<file path="config.mk">
export PLATFORM = sky130hd
export DESIGN_NAME = waveform_lut
export DESIGN_NICKNAME = d
export VERILOG_FILES = /design/src/verilog/dac_pkg.sv /design/src/verilog/waveform_lut.sv
export SDC_FILE = /design/constraint.sdc
export NUM_CORES = 2
export LEC_CHECK = 0
export BUFFER_PORTS_ARGS = -buffer_cell sky130_fd_sc_hd__buf_2
export CAP_MARGIN = 25
export CORE_UTILIZATION = 55
export DETAILED_ROUTE_END_ITERATION = 6
export PLACE_DENSITY = 0.71
export RECOVER_POWER = 50
export SYNTH_ARGS = -nofsm -noshare
export SYNTH_HDL_FRONTEND = slang
export SYNTH_SLANG_ARGS = --single-unit
export TNS_END_PERCENT = 1
</file>
<file path="constraint.sdc">
create_clock -name adc_clk -period 2.74 [get_ports adc_clk]
set_input_delay 0.137 -clock adc_clk [delete_from_list [all_inputs] [get_ports adc_clk]]
set_output_delay 0.137 -clock adc_clk [all_outputs]
set_load 0.05 [all_outputs]
</file>
<file path="src/verilog/dac_pkg.sv">
package dac_pkg;

    typedef logic signed [15:0] dac_word_t; // two's complement dac sample

    // dac a source codes
    typedef enum logic [1:0] {
        a_adc_loop      = 2'd0,             // upper half of converter a word
        a_plus_quarter  = 2'd1,             // +1/4 full scale
        a_minus_quarter = 2'd2,             // -1/4 full scale
        a_mid           = 2'd3              // zero, mid-scale after conversion
    } dac_a_sel_e;

    // dac b source codes
    typedef enum logic [1:0] {
        b_lut           = 2'd0,             // waveform table output
        b_minus_quarter = 2'd1,
        b_plus_quarter  = 2'd2,
        b_mid           = 2'd3
    } dac_b_sel_e;

    // table read address source
    typedef enum logic {
        addr_counter = 1'b0,                // pattern / pulse playback
        addr_dac_a   = 1'b1                 // distortion correction lookup
    } lut_addr_sel_e;

    typedef struct packed {
        dac_a_sel_e    dac_a_sel;
        dac_b_sel_e    dac_b_sel;
        lut_addr_sel_e lut_addr_sel;
        logic          run_once;            // play table once per trigger
    } dac_cfg_t;

    localparam dac_word_t PLUS_QUARTER  = 16'h4000;
    localparam dac_word_t MINUS_QUARTER = 16'hC000;

    // table write port, low address bits only are decoded
    typedef struct packed {
        logic        en;                    // write strobe
        logic [15:0] addr;                  // table index
        dac_word_t   data;                  // entry value
    } lut_wr_t;

endpackage

</file>
<file path="src/verilog/waveform_lut.sv">
`timescale 1ns/1ps

module waveform_lut
#(
    parameter int LUT_ADDR_W = 8                        // table depth is 2**LUT_ADDR_W
)
(
    input  logic               adc_clk,
    input  logic               reset,
    input  dac_pkg::dac_cfg_t  cfg,
    input  logic               lut_trig,                // async playback trigger level
    input  dac_pkg::dac_word_t dac_a_word,              // registered dac a selector output
    input  dac_pkg::lut_wr_t   lut_wr,                  // host write port
    output dac_pkg::dac_word_t lut_out                  // registered table read data
);

    import dac_pkg::*;

    localparam logic [LUT_ADDR_W-1:0] ADDR_MAX = '1;    // last table entry

    logic [1:0]            trig_sync;                   // two-flop synchronizer
    logic                  trig_d;                      // edge register
    logic                  trig_pulse;
    logic [LUT_ADDR_W-1:0] addr_cnt;                    // playback address
    logic [LUT_ADDR_W-1:0] rd_addr;                     // registered read address
    dac_word_t             table_mem [2**LUT_ADDR_W];

    always_ff @(posedge adc_clk or posedge reset)
    begin
        if (reset)
        begin
            trig_sync <= '0;
            trig_d    <= 1'b0;
        end
        else
        begin
            trig_sync <= {trig_sync[0], lut_trig};
            trig_d    <= trig_sync[1];
        end
    end

    assign trig_pulse = trig_sync[1] & ~trig_d;         // rising edge only

    // runs freely unless run_once holds it at the last entry
    always_ff @(posedge adc_clk or posedge reset)
    begin
        if (reset)
        begin
            addr_cnt <= '0;
        end
        else if ((addr_cnt != ADDR_MAX) || !cfg.run_once || trig_pulse)
        begin
            addr_cnt <= addr_cnt + 1'b1;                // wraps max -> 0
        end
    end

    // read address source, dac a word uses its top bits as the index
    always_ff @(posedge adc_clk or posedge reset)
    begin
        if (reset)
        begin
            rd_addr <= '0;
        end
        else if (cfg.lut_addr_sel == addr_dac_a)
        begin
            rd_addr <= dac_a_word[15 -: LUT_ADDR_W];
        end
        else
        begin
            rd_addr <= addr_cnt;
        end
    end

    // table memory, sync write and registered read
    always_ff @(posedge adc_clk)
    begin
        if (lut_wr.en)
        begin
            table_mem[lut_wr.addr[LUT_ADDR_W-1:0]] <= lut_wr.data;
        end
        lut_out <= table_mem[rd_addr];                  // old data on same-address write
    end

endmodule
</file>
==> results.sh <==
export IMPL_status="finished, violations left"
export IMPL_failed_checks="DRC, capacitance limit, slew limit, setup timing"
export IMPL_drt_vias_per_instance=6.598
export IMPL_clk_pin_slew_worst_paths_ns=0.07
export IMPL_layout_setup_ws_ns=-0.6151
export IMPL_grt_pass1_wl_um=619000
export IMPL_hpwl_um=270800
export IMPL_die_w_um=541.2
export IMPL_drive_gt1_share_pct=31.98
export IMPL_htree_levels=5
export IMPL_grt_pass1_vias=84390
export IMPL_ant_nets=0
export IMPL_power_density_mw_per_mm2=707.3
export IMPL_setup_viol=896
export IMPL_root_buffer="clkbuf_16"
export IMPL_synthTopCellsByArea="edfxtp_1 (77%), mux4_2 (11%), mux2i_1 (3.6%), o221ai_1 (1.1%), nor2_1 (0.71%)"
export IMPL_pin_count=74
export IMPL_worst_slew_pin_transition_ns=3.114
export IMPL_num_rows=197
export IMPL_report_final_slew_viol_count=1230
export IMPL_grt_usage_pct=29.83
export IMPL_syn_to_final_growth_pct=18.00
export IMPL_drt_iter0_markers=13550
export IMPL_place_area_mm2=0.1738
export IMPL_ys_ff_latch=4131
export IMPL_syn_nets=7464
export IMPL_fin_nets=8804
export IMPL_start_util_pct=55.41
export IMPL_grt_max_degree=105
export IMPL_cts_sinks=4131
export IMPL_fmax_ghz=0.2981
export IMPL_crit_fanout=7
export IMPL_synth_top_area_share_pct=76.91
export IMPL_start_kind="flop"
export IMPL_synth_ff_type="edfxtp_1"
export IMPL_cp_end_kind="flop"
export IMPL_hp_class="in2reg"
export IMPL_antenna_found_initial=33
export IMPL_cap_violations=17
export IMPL_design_die_area_mm2=0.2929
export IMPL_period_needed_ns=3.355
export IMPL_cts_buffers=405
export IMPL_overflow=0
export IMPL_dieHeight_um=541.2
export IMPL_fin_area_mm2=0.1887
export IMPL_ys_warn_count=0
export IMPL_num_vias=85690
export IMPL_rrSetupSlack_ns=-0.62
export IMPL_hold_viol_final=0
export IMPL_fin_hold_ws_ns=0.07146
export IMPL_arrival_ns=4.20
export IMPL_place_ws_ns=-1.052
export IMPL_final_util_pct=65.38
export IMPL_synth_edf_count=4096
export IMPL_netlist_area_mm2=0.1599
export IMPL_slew_headroom_pct=-107.6
export IMPL_worst_skew_pair_late_latency_ns=0.96
export IMPL_synth_area_leader_cell="edfxtp_1"
export IMPL_vdd_ir_drop_max_uv=611.9
export IMPL_cts_tree="built"
export IMPL_io_buffer_count=53
export IMPL_synthArstFlopShare_pct=0.4599
export IMPL_drc=6
export IMPL_post_route_period_util_pct=122.5
export IMPL_rsz0062_at_grt="yes"
export IMPL_routed_wl_um=439200
export IMPL_coreArea_mm2=0.2886
export IMPL_ys_seq_area_share_pct=77.41
export IMPL_synth_cell_types=62
export IMPL_synth_avg_cell_area_um2=21.60
export IMPL_dr_pass1_iters=7
export IMPL_cp_required_ns=3.59
export IMPL_crit_type="reg2reg"
export IMPL_power_leakage_nw=63.49
export IMPL_fin_skew_ns=0.04314
export IMPL_clk_path_buf_depth=4
export IMPL_wire_per_inst_um=33.82
export IMPL_place_congestion=0.9576
export IMPL_synthCells=7405
==> Yosys cell counts (all sizes together), types with 36 or more instances <==
master and count:
nand3 53, clkbuf 179, a21oi 104, mux4 828, o21ai 59, buf 269, or2 36, nand2 52
edfxtp 4096, nor2 303, o22ai 175, o221ai 194, mux2i 571, nor3 119
==> path summary, 6_finish.rpt <==
kind / from / endpoint / cells past startpoint
worst min register to register: trig_sync[0]$_DFF_PP0_ / trig_sync[1]$_DFF_PP0_ / 0
min in group asynchronous: reset / addr_cnt[4]$_DFFE_PP0P_ / 4
worst max-delay path: rd_addr[0]$_DFF_PP0_ / lut_out[12]$_DFF_P_ / 13
max in group asynchronous: reset / rd_addr[2]$_DFF_PP0_ / 5
worst max register to register: rd_addr[0]$_DFF_PP0_ / lut_out[12]$_DFF_P_ / 13
worst min-delay path: lut_wr[20] / table_mem[170][7]$_DFFE_PP_ / 5
==> where the power goes <==
part / switching [W] / internal, W / total (W) / leakage (nW)
clock: 0.0240 / 0.0317 / 0.0556 / 6.51
sequential: 0.000168 / 0.0697 / 0.0699 / 37.2
combinational: 0.00486 / 0.00314 / 0.00800 / 19.8
==> per-stage QoR <==
step | TNS [ns] | power (W) | std cells
2_1_floorplan | 0 | 0.07462 | 7405
3_3_place_gp | -10.68 | 0.07856 | 12110
3_5_place_dp | -10.64 | 0.07872 | 12110
4_1_cts | -6.155 | 0.1337 | 12940
5_1_grt | -148.99 | 0.1364 | 12980
6_report | -118.18 | 0.1335 | 12990
==> layout by cell type, fill, tap and decap left out, types with 25 or more instances in the layout <==
cell	netlist	routed
a22oi_1	30	25
buf_6	62	28
mux2_2	25	25
nand2_1	52	52
clkinv_2	0	86
nand4_1	25	25
nor2_1	303	299
a22o_1	26	26
a21oi_1	104	98
or2_2	36	35
clkbuf_1	178	86
clkinv_1	2	100
dlygate4sd3_1	2	51
clkbuf_2	0	30
o21ai_0	59	54
a221oi_1	33	30
clkbuf_16	0	409
nand3_1	53	40
buf_2	94	41
edfxtp_1	4096	4096
clkbuf_4	0	27
o22ai_1	175	164
mux4_2	807	809
nor3_1	119	110
buf_12	18	138
mux2i_1	571	566
o221ai_1	194	180
bufinv_16	0	43
buf_4	43	1026
==> cells by family after synthesis <==
kind of cell | count (synthesis) | synth area share [%]
XOR/XNOR | 6 | 0.03286
flip-flops | 4131 | 77.41
multiplexers | 1424 | 15.46
AND/OR/NAND/NOR | 679 | 1.979
buffers and inverters | 457 | 1.929
adder cells (fa/ha/maj) | 1 | 0.007823
AO/OA/AOI/OAI | 707 | 3.181
==> layer usage <==
| metal | GRT usage (%) | share of wire [%] | vias up |
|---|---|---|---|
| met5 | 0 | 0.024 | - |
| li1 | - | - | 34160 |
| met1 | 41.63 | 36 | 44640 |
| met4 | 12.29 | 4.7 | 14 |
| met2 | 46.48 | 47 | 6023 |
| met3 | 6.084 | 12 | 860 |
==> sequential cells by signal, indices dropped and copies added (netlist names) <==
signal,flops
lut_out,16
table_mem,4096
trig_d,1
trig_sync,2
addr_cnt,8
rd_addr,8
==> worst max-delay path, cell delays in order, from the launching register on <==
cell and delay (ns):
dfrtp_4 0.52, buf_12 0.18, buf_16 0.18, buf_16 0.16
buf_16 0.15, buf_8 0.13, mux2i_1 0.11, o221ai_1 0.18
buf_4 0.18, o22ai_4 0.08, nor4_4 0.32, buf_4 0.17
nand4_1 0.42, nor4_1 0.43
==> cell type report <==
cell class / count / area (µm²)
timing repair buffer: 1384 / 12750
clock inverter: 268 / 2781
inverter: 6 / 35.03
multi-input combinational: 2817 / 33900
clock buffer: 485 / 10530
antenna: 17 / 42.54
sequential: 4131 / 123800
tap: 3880 / 4855
fill: 18100 / 99930
==> repair_timing <==
| action | 4_1_cts | 5_1_grt |
|---|---|---|
| cloned | 10 | 0 |
| buffers inserted | 22 | 29 |
| resized for setup | 149 | 45 |
| pin swaps | 36 | 33 |
| hold buffers | 51 | 0 |
| hold endpoints to repair | 3065 | 0 |
| endpoints found under the setup margin | 16 | 28 |
No activity file was read; power rests on OpenSTA's default activity.
