File: src/verilog/scope_pkg.sv
package scope_pkg;

    typedef logic [31:0] sample_t;          // converter or stream data word
    typedef logic [15:0] count16_t;         // test counter value
    typedef logic [29:0] sample_count_t;    // number of captured words
    typedef logic [23:0] interval_t;        // clocks between samples, minus one

    // data word with its valid strobe, valid kept at the lsb side
    typedef struct packed {
        sample_t data;                      // payload
        logic    valid;                     // one-cycle qualifier
    } stream_word_t;

    // capture source codes
    typedef enum logic [1:0] {
        src_adc_a  = 2'd0,                  // converter a
        src_adc_b  = 2'd1,                  // converter b
        src_count  = 2'd2,                  // up/down counter test pattern
        src_marker = 2'd3                   // fixed marker word
    } stream_sel_e;

    // acquisition control, held static by the host between captures
    typedef struct packed {
        interval_t     clocks_per_sample;   // sample strobe interval minus one
        sample_count_t num_samples;         // words per capture window
        stream_sel_e   source;              // which stream to capture
    } capture_cfg_t;

    localparam sample_t MARKER_WORD = 32'hDEADBEEF; // easy to spot in a dump

endpackage

File: src/verilog/capture_stream.sv
`timescale 1ns/1ps

module capture_stream
(
    input  logic                     adc_clk,
    input  logic                     reset,
    input  logic                     sample_go,     // strobe from rate generator
    input  scope_pkg::stream_word_t  adc_a,         // converter a word + valid
    input  scope_pkg::stream_word_t  adc_b,         // converter b word + valid
    input  scope_pkg::capture_cfg_t  cfg,
    input  logic                     start,         // capture request level
    output scope_pkg::stream_word_t  capture_out,   // words inside the window
    output scope_pkg::sample_count_t capture_count, // words passed so far
    output logic                     capture_busy   // window armed
);

    import scope_pkg::*;

    count16_t     count_up;                         // test pattern, upper half
    count16_t     count_down;                       // test pattern, lower half
    stream_word_t pattern_word;
    stream_word_t marker_word;
    stream_word_t mux_word;                         // selector input side
    sample_t      sel_data;                         // registered selector data
    logic         sel_valid;                        // registered selector valid
    logic         start_d;                          // start one cycle back
    logic         start_rise;
    logic         window_open;                      // busy and count not reached

    // free-running test counters, step on each sample strobe
    always_ff @(posedge adc_clk or posedge reset)
    begin
        if (reset)
        begin
            count_up   <= '0;
            count_down <= '0;
        end
        else if (sample_go)
        begin
            count_up   <= count_up + 1'b1;
            count_down <= count_down - 1'b1;
        end
    end

    assign pattern_word = '{data: {count_up, count_down}, valid: sample_go};
    assign marker_word  = '{data: MARKER_WORD, valid: sample_go}; // paced like the pattern

    // 4-way stream selector
    always_comb
    begin
        case (cfg.source)
            src_adc_a: mux_word = adc_a;
            src_adc_b: mux_word = adc_b;
            src_count: mux_word = pattern_word;
            default:   mux_word = marker_word;
        endcase
    end

    always_ff @(posedge adc_clk)
    begin
        sel_data <= mux_word.data;                  // payload, no reset
    end

    always_ff @(posedge adc_clk or posedge reset)
    begin
        if (reset)
        begin
            sel_valid <= 1'b0;
        end
        else
        begin
            sel_valid <= mux_word.valid;
        end
    end

    assign start_rise  = start & ~start_d;
    assign window_open = capture_busy && (capture_count != cfg.num_samples);

    // window passes exactly num_samples valid words per start edge
    assign capture_out = '{data: sel_data, valid: sel_valid & window_open};

    always_ff @(posedge adc_clk or posedge reset)
    begin
        if (reset)
        begin
            start_d       <= 1'b0;
            capture_busy  <= 1'b0;
            capture_count <= '0;
        end
        else
        begin
            start_d <= start;
            if (start_rise)
            begin
                capture_busy  <= 1'b1;              // rearm, also restarts a running window
                capture_count <= '0;
            end
            else if (capture_busy && !window_open)
            begin
                capture_busy  <= 1'b0;              // count reached, close window
            end
            else if (capture_out.valid)
            begin
                capture_count <= capture_count + 1'b1;
            end
        end
    end

endmodule

File: config.mk
export PLATFORM = sky130hd
export DESIGN_NAME = capture_stream
export DESIGN_NICKNAME = d
export VERILOG_FILES = /design/src/verilog/scope_pkg.sv /design/src/verilog/capture_stream.sv
export SDC_FILE = /design/constraint.sdc
export NUM_CORES = 1
export LEC_CHECK = 0
export BUFFER_PORTS_ARGS = -buffer_cell sky130_fd_sc_hd__buf_2
export CAP_MARGIN = 20
export CORE_MARGIN = 2
export CORE_UTILIZATION = 53
export CTS_CLUSTER_SIZE = 16
export DETAILED_ROUTE_END_ITERATION = 16
export PLACE_DENSITY = 0.83
export SETUP_SLACK_MARGIN = 0.15
export SLEW_MARGIN = 30
export SYNTH_ARGS = -nofsm -noshare
export SYNTH_HDL_FRONTEND = slang
export SYNTH_SLANG_ARGS = --single-unit
File: constraint.sdc
create_clock -name adc_clk -period 6.2 [get_ports adc_clk]
set_input_delay 0.93 -clock adc_clk [delete_from_list [all_inputs] [get_ports adc_clk]]
set_output_delay 0.93 -clock adc_clk [all_outputs]
set_load 0.02 [all_outputs]
==> results.tsv <==
stage	metric	value	unit
drt	wire per inst	16.3	µm
synth	Mapped Avg Cell Area	10.2	µm²
finish	n_diodes	0	
floorplanning	row count	34	
critical_path	critical path class	in2out	
drt	# DRC	0	
placement	placed inst area	5710	µm²
cts	CTS Sinks	97	
drt	met1 WL	4.91	mm
timing	Slew headroom	0.400	
global_routing	first-pass GRT wire length	19.7	mm
synth	Top FF cell, synth	dfrtp_1	
floorplanning	Core Area	8760	µm²
critical_path	CP Buf/Inv Count	2	
placement	Final HPWL DP	8.91	mm
run_status	outcome	finished clean	
synth	post-synthesis cell type count	43	
power	Pleak	2.83	nW
timing	Setup Viol. Count Final	0	
synth	EDFF count, synth	0	
drt	initial drt markers	143	
drt	WL met2	6.12	mm
critical_path	CP top delay family	simple AND/OR/NAND/NOR gates	
cts	postcts setup bufs	0	
finish	share of layout cells above drive strength 1	0.348	
finish	post-route cell area	5900	µm²
floorplanning	Die X	99.5	µm
timing	RSZ-0062 raised after global routing	false	
cts	buffers from clock root to sink, at most	2	
floorplanning	die area	9900	µm²
timing	Clock Skews	0.0126	ns
global_routing	gr usage total	0.250	
cts	H-tree depth	3	
cts	post-cts resize count	0	
critical_path	Startpoint Class	input port	
floorplanning	die height	99.5	µm
synth	ys async rst share	0.670	
timing	Period minus WS final	3.76	ns
cts	Clk pin slew, worst setup/hold paths	0.10	ns
drt	Antenna Nets Post-Route	0	
worst_hold_path	Hold Path Class	reg2reg	
synth	Ys Warns	0	
timing	Final Hold Fails	0	
global_routing	initial antenna violation count	0	
global_routing	vias in the first global route	4181	
power	Pwr Density	270	nW/µm²
synth	sequential fraction of the synthesis area	0.469	
floorplanning	Initial Util	0.551	
critical_path	CP max FO	10	
critical_path	WP data arrival	2.83	ns
critical_path	Worst path max stage delay	0.65	ns
timing	Final Max Slew Viols	0	
placement	placed insts	725	
cts	hold buffer count at cts	0	
cts	Root Buffer Master	clkbuf_8	
critical_path	CP max stage cell	nor4_4	
global_routing	total gr overflow	0	
critical_path	most frequent CP cell	buf_2	
global_routing	largest net degree at the start of global routing	66	
flow_run	max_cap viols	0	
drt	Post-Route WL	12.1	mm
timing	fmax	266	MHz
drt	Via density	5.60	
finish	Layout area overhead	22.1	%
drt	routed wl met3	849	µm
cts	clk_lat worst skew	0.37	ns
placement	Final Wtd Congestion	0.827	
drt	DR top layer	met4	
synth	area of the mapped netlist	4830	µm²
critical_path	cells along the critical path	buf_2 -> xnor2_1 -> nand4_1 -> nor4_4 -> nand2_2 -> and3_1 -> buf_2	
placement	number of port buffers	165	
cts	CTS Buf Count	9	
finish	Layout Nets	757	
cts	CTS tree	done	
synth	syn_nets	602	
drt	Vias	4149	
finish	Layout Cells excl Fill	741	
synth	number of synthesized register bits	97	
timing	Tcrit/Tclk final	0.607	
critical_path	critical path required time	5.27	ns
power	Max VDD drop	0.000168	V
timing	Slew @ Worst Pin	0.900	ns
floorplanning	boundary pin count	190	
drt	Detailed Routing Iterations Pass 1	5	
timing	final setup TNS	0	ns
critical_path	CP endpoint kind	primary output	
synth	Cells after Synth	473	
## registers in the layout, indices dropped and copies added (netlist names)
signal / flops
count_down: 16
count_up: 16
capture_count: 30
start_d: 1
sel_data: 32
capture_busy: 1
sel_valid: 1
## cell families after synthesis
group | count (synthesis) | share of synthesized area
flip-flops | 97 | 0.469
multiplexers | 38 | 0.0852
adder cells (fa/ha/maj) | 3 | 0.00777
AND/OR/NAND/NOR | 159 | 0.170
XOR/XNOR | 67 | 0.121
buffers and inverters | 31 | 0.0262
AO/OA/AOI/OAI | 78 | 0.120
## layout by cell type (no fill, tap or decap), types with 3 or more instances in the layout
| master | synthesis | final |
|---|---|---|
| nor2_1 | 31 | 31 |
| and4_1 | 3 | 3 |
| dfxtp_1 | 32 | 32 |
| clkbuf_8 | 0 | 9 |
| ha_1 | 3 | 3 |
| a31o_1 | 5 | 5 |
| buf_2 | 5 | 165 |
| and3_1 | 13 | 13 |
| inv_1 | 8 | 7 |
| a211oi_1 | 6 | 6 |
| nor3_1 | 4 | 4 |
| o22a_1 | 24 | 24 |
| a21oi_1 | 12 | 12 |
| nor4_1 | 6 | 6 |
| a41o_1 | 4 | 4 |
| mux2_2 | 25 | 25 |
| o21ai_0 | 10 | 10 |
| mux2i_1 | 13 | 13 |
| or3_1 | 6 | 6 |
| nand2_1 | 48 | 48 |
| a31oi_1 | 4 | 4 |
| nand2b_1 | 8 | 7 |
| dfrtp_1 | 65 | 65 |
| nand3_1 | 9 | 9 |
| and2_1 | 6 | 6 |
| nand4_1 | 18 | 18 |
| xor2_1 | 14 | 14 |
| a31o_2 | 3 | 3 |
| xnor2_1 | 53 | 53 |
## cell type report
class                           count  area [µm²]
Inverter                            8        30.0
Tap cell                          108         135
Timing Repair Buffer              167         841
Multi-Input combinational cell    345        2440
Sequential cell                    97        2270
Fill cell                         730        2870
Clock inverter                      7        60.1
Clock buffer                        9         124
## worst register-to-register path, stage by stage, from the launching register on
cell,delay [ns]
dfrtp_1,0.46
xnor2_1,0.31
nand4_1,0.19
nor4_4,0.65
a21oi_2,0.39
nand4_1,0.23
mux2i_1,0.20
## final timing paths
kind	end	slack (ns)	startpoint	cells after the start
setup / recovery	capture_out[0]	2.44	cfg[31]	7
hold / removal	count_down[15]	0.48	count_down[15]	1
setup reg to reg	capture_count[23]	3.70	capture_count[17]	6
hold reg to reg	count_down[15]	0.48	count_down[15]	1
max in group asynchronous	capture_count[26]	4.84	reset	3
min in group asynchronous	capture_count[17]	0.80	reset	3
## stage by stage
stage	util	setup slack [ns]	hold WS, ns	total power, mW
after floorplan	-	3.08	0.436	1.07
after global placement	0.652	2.47	0.466	1.20
after detailed placement	0.652	2.47	0.464	1.22
after CTS	0.673	2.47	0.484	1.60
after global routing	0.673	2.36	0.519	1.68
final	0.673	2.44	0.479	1.59
## layer usage
metal  vias up  global-route usage
met5         -                   0
met4         0              0.0801
met3        17              0.0436
met2       178               0.442
met1      1962               0.312
li1       1992                   -
## cell usage after synthesis (3+ instances only)
master | count | area share
dfrtp_1 | 65 | 0.34
xnor2_1 | 53 | 0.096
nand2_1 | 48 | 0.037
dfxtp_1 | 32 | 0.13
nor2_1 | 31 | 0.024
mux2_2 | 25 | 0.058
o22a_1 | 24 | 0.044
nand4_1 | 18 | 0.023
clkbuf_1 | 15 | 0.012
xor2_1 | 14 | 0.025
and3_1 | 13 | 0.017
mux2i_1 | 13 | 0.027
a21oi_1 | 12 | 0.012
o21ai_0 | 10 | 0.010
nand3_1 | 9 | 0.0093
inv_1 | 8 | 0.0062
nand2b_1 | 8 | 0.010
a211oi_1 | 6 | 0.0093
and2_1 | 6 | 0.0078
nor4_1 | 6 | 0.0078
or3_1 | 6 | 0.0078
a31o_1 | 5 | 0.0091
buf_2 | 5 | 0.0052
a31oi_1 | 4 | 0.0052
a41o_1 | 4 | 0.0083
nor3_1 | 4 | 0.0041
a31o_2 | 3 | 0.0054
and4_1 | 3 | 0.0054
ha_1 | 3 | 0.0078
## power breakdown
group	total [mW]	internal, mW	leakage (nW)	switching, mW
logic	0.359	0.177	1.61	0.182
clock network	0.388	0.154	0.0979	0.234
registers	0.844	0.733	1.12	0.111
Note: power is estimated with default switching activity, not from simulation.
