## src/verilog/dac_pkg.sv

```systemverilog
package dac_pkg;

    typedef logic signed [15:0] dac_word_t; // two's complement dac sample

    // dac a source codes
    typedef enum logic [1:0] {
        a_adc_loop      = 2'd0,             // upper half of converter a word
        a_plus_quarter  = 2'd1,             // +1/4 full scale
        a_minus_quarter = 2'd2,             // -1/4 full scale
        a_mid           = 2'd3              // zero, mid-scale after conversion
    } dac_a_sel_e;

    // dac b source codes
    typedef enum logic [1:0] {
        b_lut           = 2'd0,             // waveform table output
        b_minus_quarter = 2'd1,
        b_plus_quarter  = 2'd2,
        b_mid           = 2'd3
    } dac_b_sel_e;

    // table read address source
    typedef enum logic {
        addr_counter = 1'b0,                // pattern / pulse playback
        addr_dac_a   = 1'b1                 // distortion correction lookup
    } lut_addr_sel_e;

    typedef struct packed {
        dac_a_sel_e    dac_a_sel;
        dac_b_sel_e    dac_b_sel;
        lut_addr_sel_e lut_addr_sel;
        logic          run_once;            // play table once per trigger
    } dac_cfg_t;

    localparam dac_word_t PLUS_QUARTER  = 16'h4000;
    localparam dac_word_t MINUS_QUARTER = 16'hC000;

    // table write port, low address bits only are decoded
    typedef struct packed {
        logic        en;                    // write strobe
        logic [15:0] addr;                  // table index
        dac_word_t   data;                  // entry value
    } lut_wr_t;

endpackage

```

## src/verilog/scope_pkg.sv

```systemverilog
package scope_pkg;

    typedef logic [31:0] sample_t;          // converter or stream data word
    typedef logic [15:0] count16_t;         // test counter value
    typedef logic [29:0] sample_count_t;    // number of captured words
    typedef logic [23:0] interval_t;        // clocks between samples, minus one

    // data word with its valid strobe, valid kept at the lsb side
    typedef struct packed {
        sample_t data;                      // payload
        logic    valid;                     // one-cycle qualifier
    } stream_word_t;

    // capture source codes
    typedef enum logic [1:0] {
        src_adc_a  = 2'd0,                  // converter a
        src_adc_b  = 2'd1,                  // converter b
        src_count  = 2'd2,                  // up/down counter test pattern
        src_marker = 2'd3                   // fixed marker word
    } stream_sel_e;

    // acquisition control, held static by the host between captures
    typedef struct packed {
        interval_t     clocks_per_sample;   // sample strobe interval minus one
        sample_count_t num_samples;         // words per capture window
        stream_sel_e   source;              // which stream to capture
    } capture_cfg_t;

    localparam sample_t MARKER_WORD = 32'hDEADBEEF; // easy to spot in a dump

endpackage

```

## src/verilog/dac_output.sv

```systemverilog
`timescale 1ns/1ps

module dac_output
(
    input  logic                    adc_clk,
    input  logic                    reset,
    input  dac_pkg::dac_cfg_t       cfg,
    input  scope_pkg::stream_word_t adc_a,       // converter a, loopback source
    input  dac_pkg::dac_word_t      lut_out,     // waveform table output
    output dac_pkg::dac_word_t      dac_a_word,  // registered a selector, signed
    output logic [15:0]             dac_a,       // offset binary to dac a
    output logic [15:0]             dac_b        // offset binary to dac b
);

    import dac_pkg::*;

    dac_word_t dac_b_word;                       // registered b selector, signed
    dac_word_t a_mux;
    dac_word_t b_mux;

    // source selectors
    always_comb
    begin
        case (cfg.dac_a_sel)
            a_adc_loop:      a_mux = adc_a.data[31:16];   // msb half of converter word
            a_plus_quarter:  a_mux = PLUS_QUARTER;
            a_minus_quarter: a_mux = MINUS_QUARTER;
            default:         a_mux = '0;
        endcase
        case (cfg.dac_b_sel)
            b_lut:           b_mux = lut_out;
            b_minus_quarter: b_mux = MINUS_QUARTER;
            b_plus_quarter:  b_mux = PLUS_QUARTER;
            default:         b_mux = '0;
        endcase
    end

    // selector stage then offset binary stage, two cycles end to end
    always_ff @(posedge adc_clk or posedge reset)
    begin
        if (reset)
        begin
            dac_a_word <= '0;
            dac_b_word <= '0;
            dac_a      <= 16'h8000;              // mid-scale
            dac_b      <= 16'h8000;
        end
        else
        begin
            dac_a_word <= a_mux;
            dac_b_word <= b_mux;
            dac_a      <= {~dac_a_word[15], dac_a_word[14:0]};  // flip sign bit
            dac_b      <= {~dac_b_word[15], dac_b_word[14:0]};
        end
    end

endmodule

```

## config.mk

```make
export PLATFORM = sky130hd
export DESIGN_NAME = dac_output
export DESIGN_NICKNAME = d
export VERILOG_FILES = /design/src/verilog/dac_pkg.sv /design/src/verilog/scope_pkg.sv /design/src/verilog/dac_output.sv
export SDC_FILE = /design/constraint.sdc
export NUM_CORES = 1
export LEC_CHECK = 0
export BUFFER_PORTS_ARGS = -buffer_cell sky130_fd_sc_hd__buf_2
export CORE_MARGIN = 4
export CORE_UTILIZATION = 39
export DETAILED_ROUTE_END_ITERATION = 12
export PLACE_DENSITY = 0.74
export REMOVE_ABC_BUFFERS = 1
export SETUP_SLACK_MARGIN = 0.15
export SKIP_CTS_REPAIR_TIMING = 1
export SLEW_MARGIN = 20
export SYNTH_ARGS = -nofsm -noshare
export SYNTH_HDL_FRONTEND = slang
export SYNTH_SLANG_ARGS = --single-unit
```

## constraint.sdc

```tcl
create_clock -name adc_clk -period 1.98 [get_ports adc_clk]
set_clock_uncertainty 0.05 [all_clocks]
set_input_delay 0.297 -clock adc_clk [delete_from_list [all_inputs] [get_ports adc_clk]]
set_output_delay 0.297 -clock adc_clk [all_outputs]
set_load 0.02 [all_outputs]
```

==> results.toml, run 1 <==
[timing]
rsz0062_at_grt = "no"
setup_viol = 0
setup_tns_ns = 0
worstMarginPinSlew_ns = 0.4387
finalMaxSlewViolations = 0
whs_ns = -0.01300
period_share_pct = 67.25
min_period_ns = 1.331
max_freq_mhz = 751.1
slew_headroom_pct = 70.75
hold_viol_final = 45

[detailed_routing]
num_vias = 1088
wirelength_mm = 3.563
first_pass_iters = 2
routed_via_density = 3.914
routedWlPerCell_microns = 12.82
drc = 0
ant_nets = 0
drt_iter0_drc = 29

[synth]
syn_area_sq_um = 1948
ys_warn_count = 0
synthMuxAreaShare_pct = 0
synth_compound_area_share_pct = 1.413
ys_types = 14
yosys.area_share.simple_pct = 11.18
synth_cells = 113
ys_ff_latch = 64
synth_top_family_by_area = "simple AND/OR/NAND/NOR gates"
avgSynthCellArea_sq_um = 17.24
synthXorXnorAreaFrac_pct = 0
seq_area_frac_synth_pct = 82.34
synth-adder-area-share_pct = 2.569

[pwr]
p_sw_share_pct = 22.67
power_frac_comb_pct = 8.5
peakVddDrop_mv = 0.5654
powerDensity_nw_per_um2 = 952.8
p_switching_mw = 0.5634
power_frac_seq_pct = 55.7
power.leakage_nw = 1.492
p_int_mw = 1.922
pwr-share-clk_pct = 35.8
p_total_mw = 2.486

[finish]
nets = 269
syn_to_final_growth_pct = 33.91
diodes = 0
multi_input_area_sq_um = 295.3
num-fill-cells = 424
drive_above_1_share_pct = 55.45
seq_area_sq_um = 1604

[placement]
dp_hpwl_mm = 2.591
io_buffers = 85
gp_congestion = 0.7434

[critical_path]
cp.arrival_ns = 0.98
r2r_start = "dac_a_word[12]$_DFF_PP0_"
max_stage_delay_ns = 0.51
path_buf_inv = 1
crit_slowest_cell = "dfstp_2"
cp-start-kind = "register"
critical_path_required_ns = 1.63
cp-end-kind = "primary output"
reg2regPathDepth = 0
path_class = "reg2out"
r2r_slack_ns = 1.41
crit_fanout = 1
crit_family = "flip-flops"
rr_endpoint = "dac_a[12]$_DFF_PP0_"
worstPathCellList = "buf_2"
critPathLaunch = "dac_b[15]$_DFF_PP1_"

[die]
dieArea_sq_um = 6190
start_util_pct = 40.71
core_sq_um = 4786
fp.dieH_microns = 78.68
num_io_pins = 105
die_w_microns = 78.68
num_rows = 25

[global_route]
overflow = 0
antenna_found_initial = 0
grt_pass1_wl_mm = 5.671
grt_max_degree = 65
first_global_vias = 1170
grt_usage_pct = 12.76

[clock_tree]
cts_tree = "built"
clk_path_buf_depth = 2
cts.clk_slew.worst_paths_ns = 0.06
clkSinkCount = 64
cts-root-buf = "clkbuf_8"
insertion_delay_ns = 0.32
cts.htree.levels = 3
cts-buffers-inserted = 9

[status]
outcome = "finished, violations left"
violations = "negative hold slack"

[job]
drv_cap = 0

[min_path]
hold_path_class = "in2async"
==> cell families (layout without fill, tap and decap cells) <==
logic type	Yosys count	count (layout)
buffers and inverters	9	107
DFF	64	64
AOI/OAI and AO/OA	4	4
and+or+nand+nor	32	32
adders and majority gates	4	4
==> state kept, by name, summed over array words and instances, names as in the netlist <==
register    cells
dac_b_word     16
dac_a          16
dac_a_word     16
dac_b          16
==> placed cells by master (no fill, tap or decap) <==
cell | synthesis | routed
a21oi_2 | 1 | 1
o21ai_0 | 1 | 1
and2_1 | 14 | 14
a21oi_1 | 1 | 1
clkinv_2 | 0 | 1
dfrtp_1 | 62 | 62
and2_2 | 14 | 14
buf_12 | 0 | 1
ha_1 | 4 | 4
inv_1 | 7 | 6
nand3b_1 | 2 | 2
o21ai_2 | 1 | 1
buf_2 | 0 | 85
nor2_1 | 1 | 1
clkbuf_8 | 0 | 10
inv_2 | 0 | 1
nor2_2 | 1 | 1
dfstp_2 | 2 | 2
clkbuf_1 | 0 | 3
==> per-layer routing <==
layer  global-route usage (%)  wire (microns)  up-vias
met1                    12.96            1245      503
met5                        0               0        -
li1                         -               -      536
met4                    10.49             125        0
met3                    3.211             226       10
met2                    21.90            1965       39
==> power groups by stage <==
stage,Sequential [mW],Combinational (mW),Clock [mW]
after global routing,1.39,0.234,0.975
final,1.38,0.211,0.891
after detailed placement,1.41,0.216,0
after CTS,1.38,0.217,0.926
after global placement,1.40,0.213,0
after floorplan,1.47,0.0552,0
==> worst max path at each step <==
stage | cells after the start | slack (ns) | to
after floorplan | 1 | 0.04 | dac_a[0]$_DFF_PP0_
after global placement | 5 | 0.70 | dac_a_word[15]$_DFF_PP0_
after detailed placement | 4 | 0.67 | dac_a_word[3]$_DFF_PP0_
after CTS | 1 | 0.62 | dac_a[15]
after global routing | 1 | 0.61 | dac_a[15]
final | 1 | 0.65 | dac_b[15]
==> stage by stage <==
stage | cell area (sq um) | utilization [%] | setup WS [ns] | hold slack (ns) | std cells
after CTS | 2609 | 54.51 | 0.6241 | -0.01852 | 278
after detailed placement | 2455 | 51.29 | 0.6701 | 0.2847 | 264
after global placement | 2455 | 51.29 | 0.6969 | 0.2818 | 264
after global routing | 2609 | 54.51 | 0.6124 | 0.01336 | 278
final | 2609 | 54.51 | 0.6485 | -0.01300 | 278
after floorplan | 1926 | - | 0.03821 | 0.2812 | 111
==> area by class of cell <==
class	instances	area share, %
clock buffer	13	5.707
clock inverter	1	0.1918
inverter	7	1.007
multi-input combinational	40	11.32
sequential	64	61.49
tap	67	3.213
timing repair buffer	86	17.07
==> synthesized netlist by cell type <==
cell type | number | area (sq um)
dfrtp_1 | 62 | 1551
and2_1 | 14 | 87.58
and2_2 | 14 | 105.1
inv_1 | 7 | 26.28
ha_1 | 4 | 50.05
buf_6 | 2 | 22.52
dfstp_2 | 2 | 52.55
nand3b_1 | 2 | 15.01
a21oi_1 | 1 | 5.000
a21oi_2 | 1 | 8.760
nor2_1 | 1 | 3.750
nor2_2 | 1 | 6.260
o21ai_0 | 1 | 5.000
o21ai_2 | 1 | 8.760
(Power assumes the default switching activity.)
==> run 2: changes to the inputs <==
- ABC_AREA: unset -> 1
- CORE_UTILIZATION: 39 -> 44
- PLACE_DENSITY: 0.74 -> 0.78
- clock period: 1.98 -> 1.3 ns (I/O delays scaled with it)
==> results.toml, run 2 <==
[critical_path]
cp-start-kind = "register"
cp.arrival_ns = 0.97
r2r_start = "dac_a_word[15]$_DFF_PP0_"
crit_slowest_cell = "dfstp_2"
critical_path_required_ns = 1.05
r2r_slack_ns = 0.63
crit_fanout = 1
rr_endpoint = "dac_a[15]$_DFF_PP1_"
reg2regPathDepth = 2
crit_family = "flip-flops"
path_class = "reg2out"
worstPathCellList = "buf_6"
max_stage_delay_ns = 0.53
path_buf_inv = 1
cp-end-kind = "primary output"

[placement]
gp_congestion = 0.7003
dp_hpwl_mm = 2.590
io_buffers = 85
placed_cells = 284
dpl_cell_area_sq_um = 2471

[die]
num_rows = 24
die_w_microns = 75.50
start_util_pct = 45.72
dieArea_sq_um = 5700
core_sq_um = 4384
fp.dieH_microns = 75.50
num_io_pins = 105

[synth]
synth_edf_count = 0
synth_area_leader_cell = "dfrtp_1"
synth_top_cell_area_share_pct = 77.40
synth_area_leaders = "dfrtp_1, inv_1, nand2_1"
seq_area_frac_synth_pct = 80.02
async_flop_share_pct = 100.0
avgSynthCellArea_sq_um = 13.64
ys_ff_latch = 64
syn_area_sq_um = 2004
ys_types = 10
ys_warn_count = 0
synth_cells = 147
ys_top_cells_by_count = "dfrtp_1, inv_1, nand2_1"
yosysMostFrequentCell = "dfrtp_1"
synth-main-ff-cell = "dfrtp_1"

[finish]
utilization_pct = 63.21
finish.instance_area_sq_um = 2771
syn_to_final_growth_pct = 38.26
finalNonFillerCells = 309
layout_commonest_cell = "buf_2"
drive_above_1_share_pct = 44.75
num-fill-cells = 342
layout_common_cells = "buf_2, dfrtp_1, inv_1, nand2_1"
nets = 313
diodes = 0

[timing]
slew_headroom_pct = 73.17
setup_tns_ns = 0
hold_viol_final = 0
max_freq_mhz = 824.7
finalMaxSlewViolations = 0
min_period_ns = 1.213
setup_viol = 0
period_share_pct = 93.28
worstMarginPinSlew_ns = 0.4024
rsz0062_at_grt = "yes"

[pwr]
power.leakage_nw = 1.795
peakVddDrop_mv = 0.8003
powerDensity_nw_per_um2 = 1480

[detailed_routing]
num_vias = 1269
routed_via_density = 4.107
wirelength_mm = 3.523
first_pass_iters = 4
drt_iter0_drc = 33
ant_nets = 0
drc = 0
routedWlPerCell_microns = 11.40

[min_path]
holdPathStages = 3
hold_path_class = "in2reg"
hold_path_end = "dac_a_word[1]$_DFF_PP0_"
worstHoldStart = "adc_a[18]"

[global_route]
antenna_found_initial = 0
grt_pass1_wl_mm = 5.050
grt_usage_pct = 12.73
grt_max_degree = 35
overflow = 0
first_global_vias = 1156

[status]
outcome = "finished, final reports clean"

[clock_tree]
cts_tree = "built"
cts-buffers-inserted = 9
clk_path_buf_depth = 2
insertion_delay_ns = 0.32
cts.htree.levels = 3
clkSinkCount = 64
cts.clk_slew.worst_paths_ns = 0.06
cts-root-buf = "clkbuf_8"

[job]
drv_cap = 0
-- run 2: changes by cell type after synthesis, moves of 2 or more --
| cell | delta |
|---|---|
| and2_1 | -14 |
| nand2_1 | +30 |
| and2_2 | -14 |
| nand3_1 | +2 |
| nand3b_1 | -2 |
| nand2_2 | +4 |
| inv_1 | +30 |
-- run 2: cell type report --
cell class / instances / area [sq um] / share of cell area, %
multi-input cells: 42 / 207.7 / 7.494
clock inverters: 3 / 40.04 / 1.445
repair buffers: 98 / 556.8 / 20.09
flip-flops and latches: 64 / 1604 / 57.88
inverters: 37 / 138.9 / 5.011
well taps: 52 / 65.06 / 2.348
clock buffers: 13 / 158.9 / 5.734
-- run 2: logic make-up (layout without fill, tap and decap cells) --
family | Yosys count | after routing | share of synthesized area, %
buffers and inverters | 41 | 151 | 9.613
AOI/OAI and AO/OA | 2 | 2 | 0.4994
and+or+nand+nor | 36 | 36 | 7.366
DFF | 64 | 64 | 80.03
adders and majority gates | 4 | 4 | 2.497
-- run 2: where the power goes --
part | internal (mW) | switching (mW) | total, mW
logic | 0.139 | 0.213 | 0.352
clock network | 0.985 | 0.654 | 1.64
registers | 2.08 | 0.0281 | 2.11
total | 3.21 | 0.896 | 4.10
-- run 2: per-stage QoR --
step                power [mW]  hold slack (ns)  setup WS (ns)
global placement         2.467           0.2356         0.2807
CTS                      4.133          -0.1127        0.03249
global route             4.283        -0.003666        0.06023
floorplan                2.317           0.2374        -0.5398
detailed placement       2.480           0.2440         0.2569
finish                   4.102         0.001480        0.08739
-- run 2: worst max-delay path by stage --
stage                                   start                  endpoint  cells past startpoint
after floorplan                         reset        dac_a[0]$_DFF_PP0_                      1
after global placement                 cfg[4]  dac_a_word[11]$_DFF_PP0_                      6
after detailed placement               cfg[5]   dac_a_word[0]$_DFF_PP0_                      6
after CTS                 dac_a[15]$_DFF_PP1_                 dac_a[15]                      1
after global routing      dac_a[15]$_DFF_PP1_                 dac_a[15]                      1
final                     dac_a[15]$_DFF_PP1_                 dac_a[15]                      1
-- run 2: per-layer routing --
metal | vias to the layer above | global-route usage [%] | wire length, microns
met4 | 0 | 11.07 | 114
met3 | 9 | 2.770 | 298
met1 | 584 | 12.95 | 1255
met5 | - | 0 | 0
li1 | 623 | - | -
met2 | 53 | 21.86 | 1854
-- run 2: worst min-delay path, stage by stage --
cell	delay [ns]
buf_2	0.07
nand2_1	0.04
inv_1	0.04
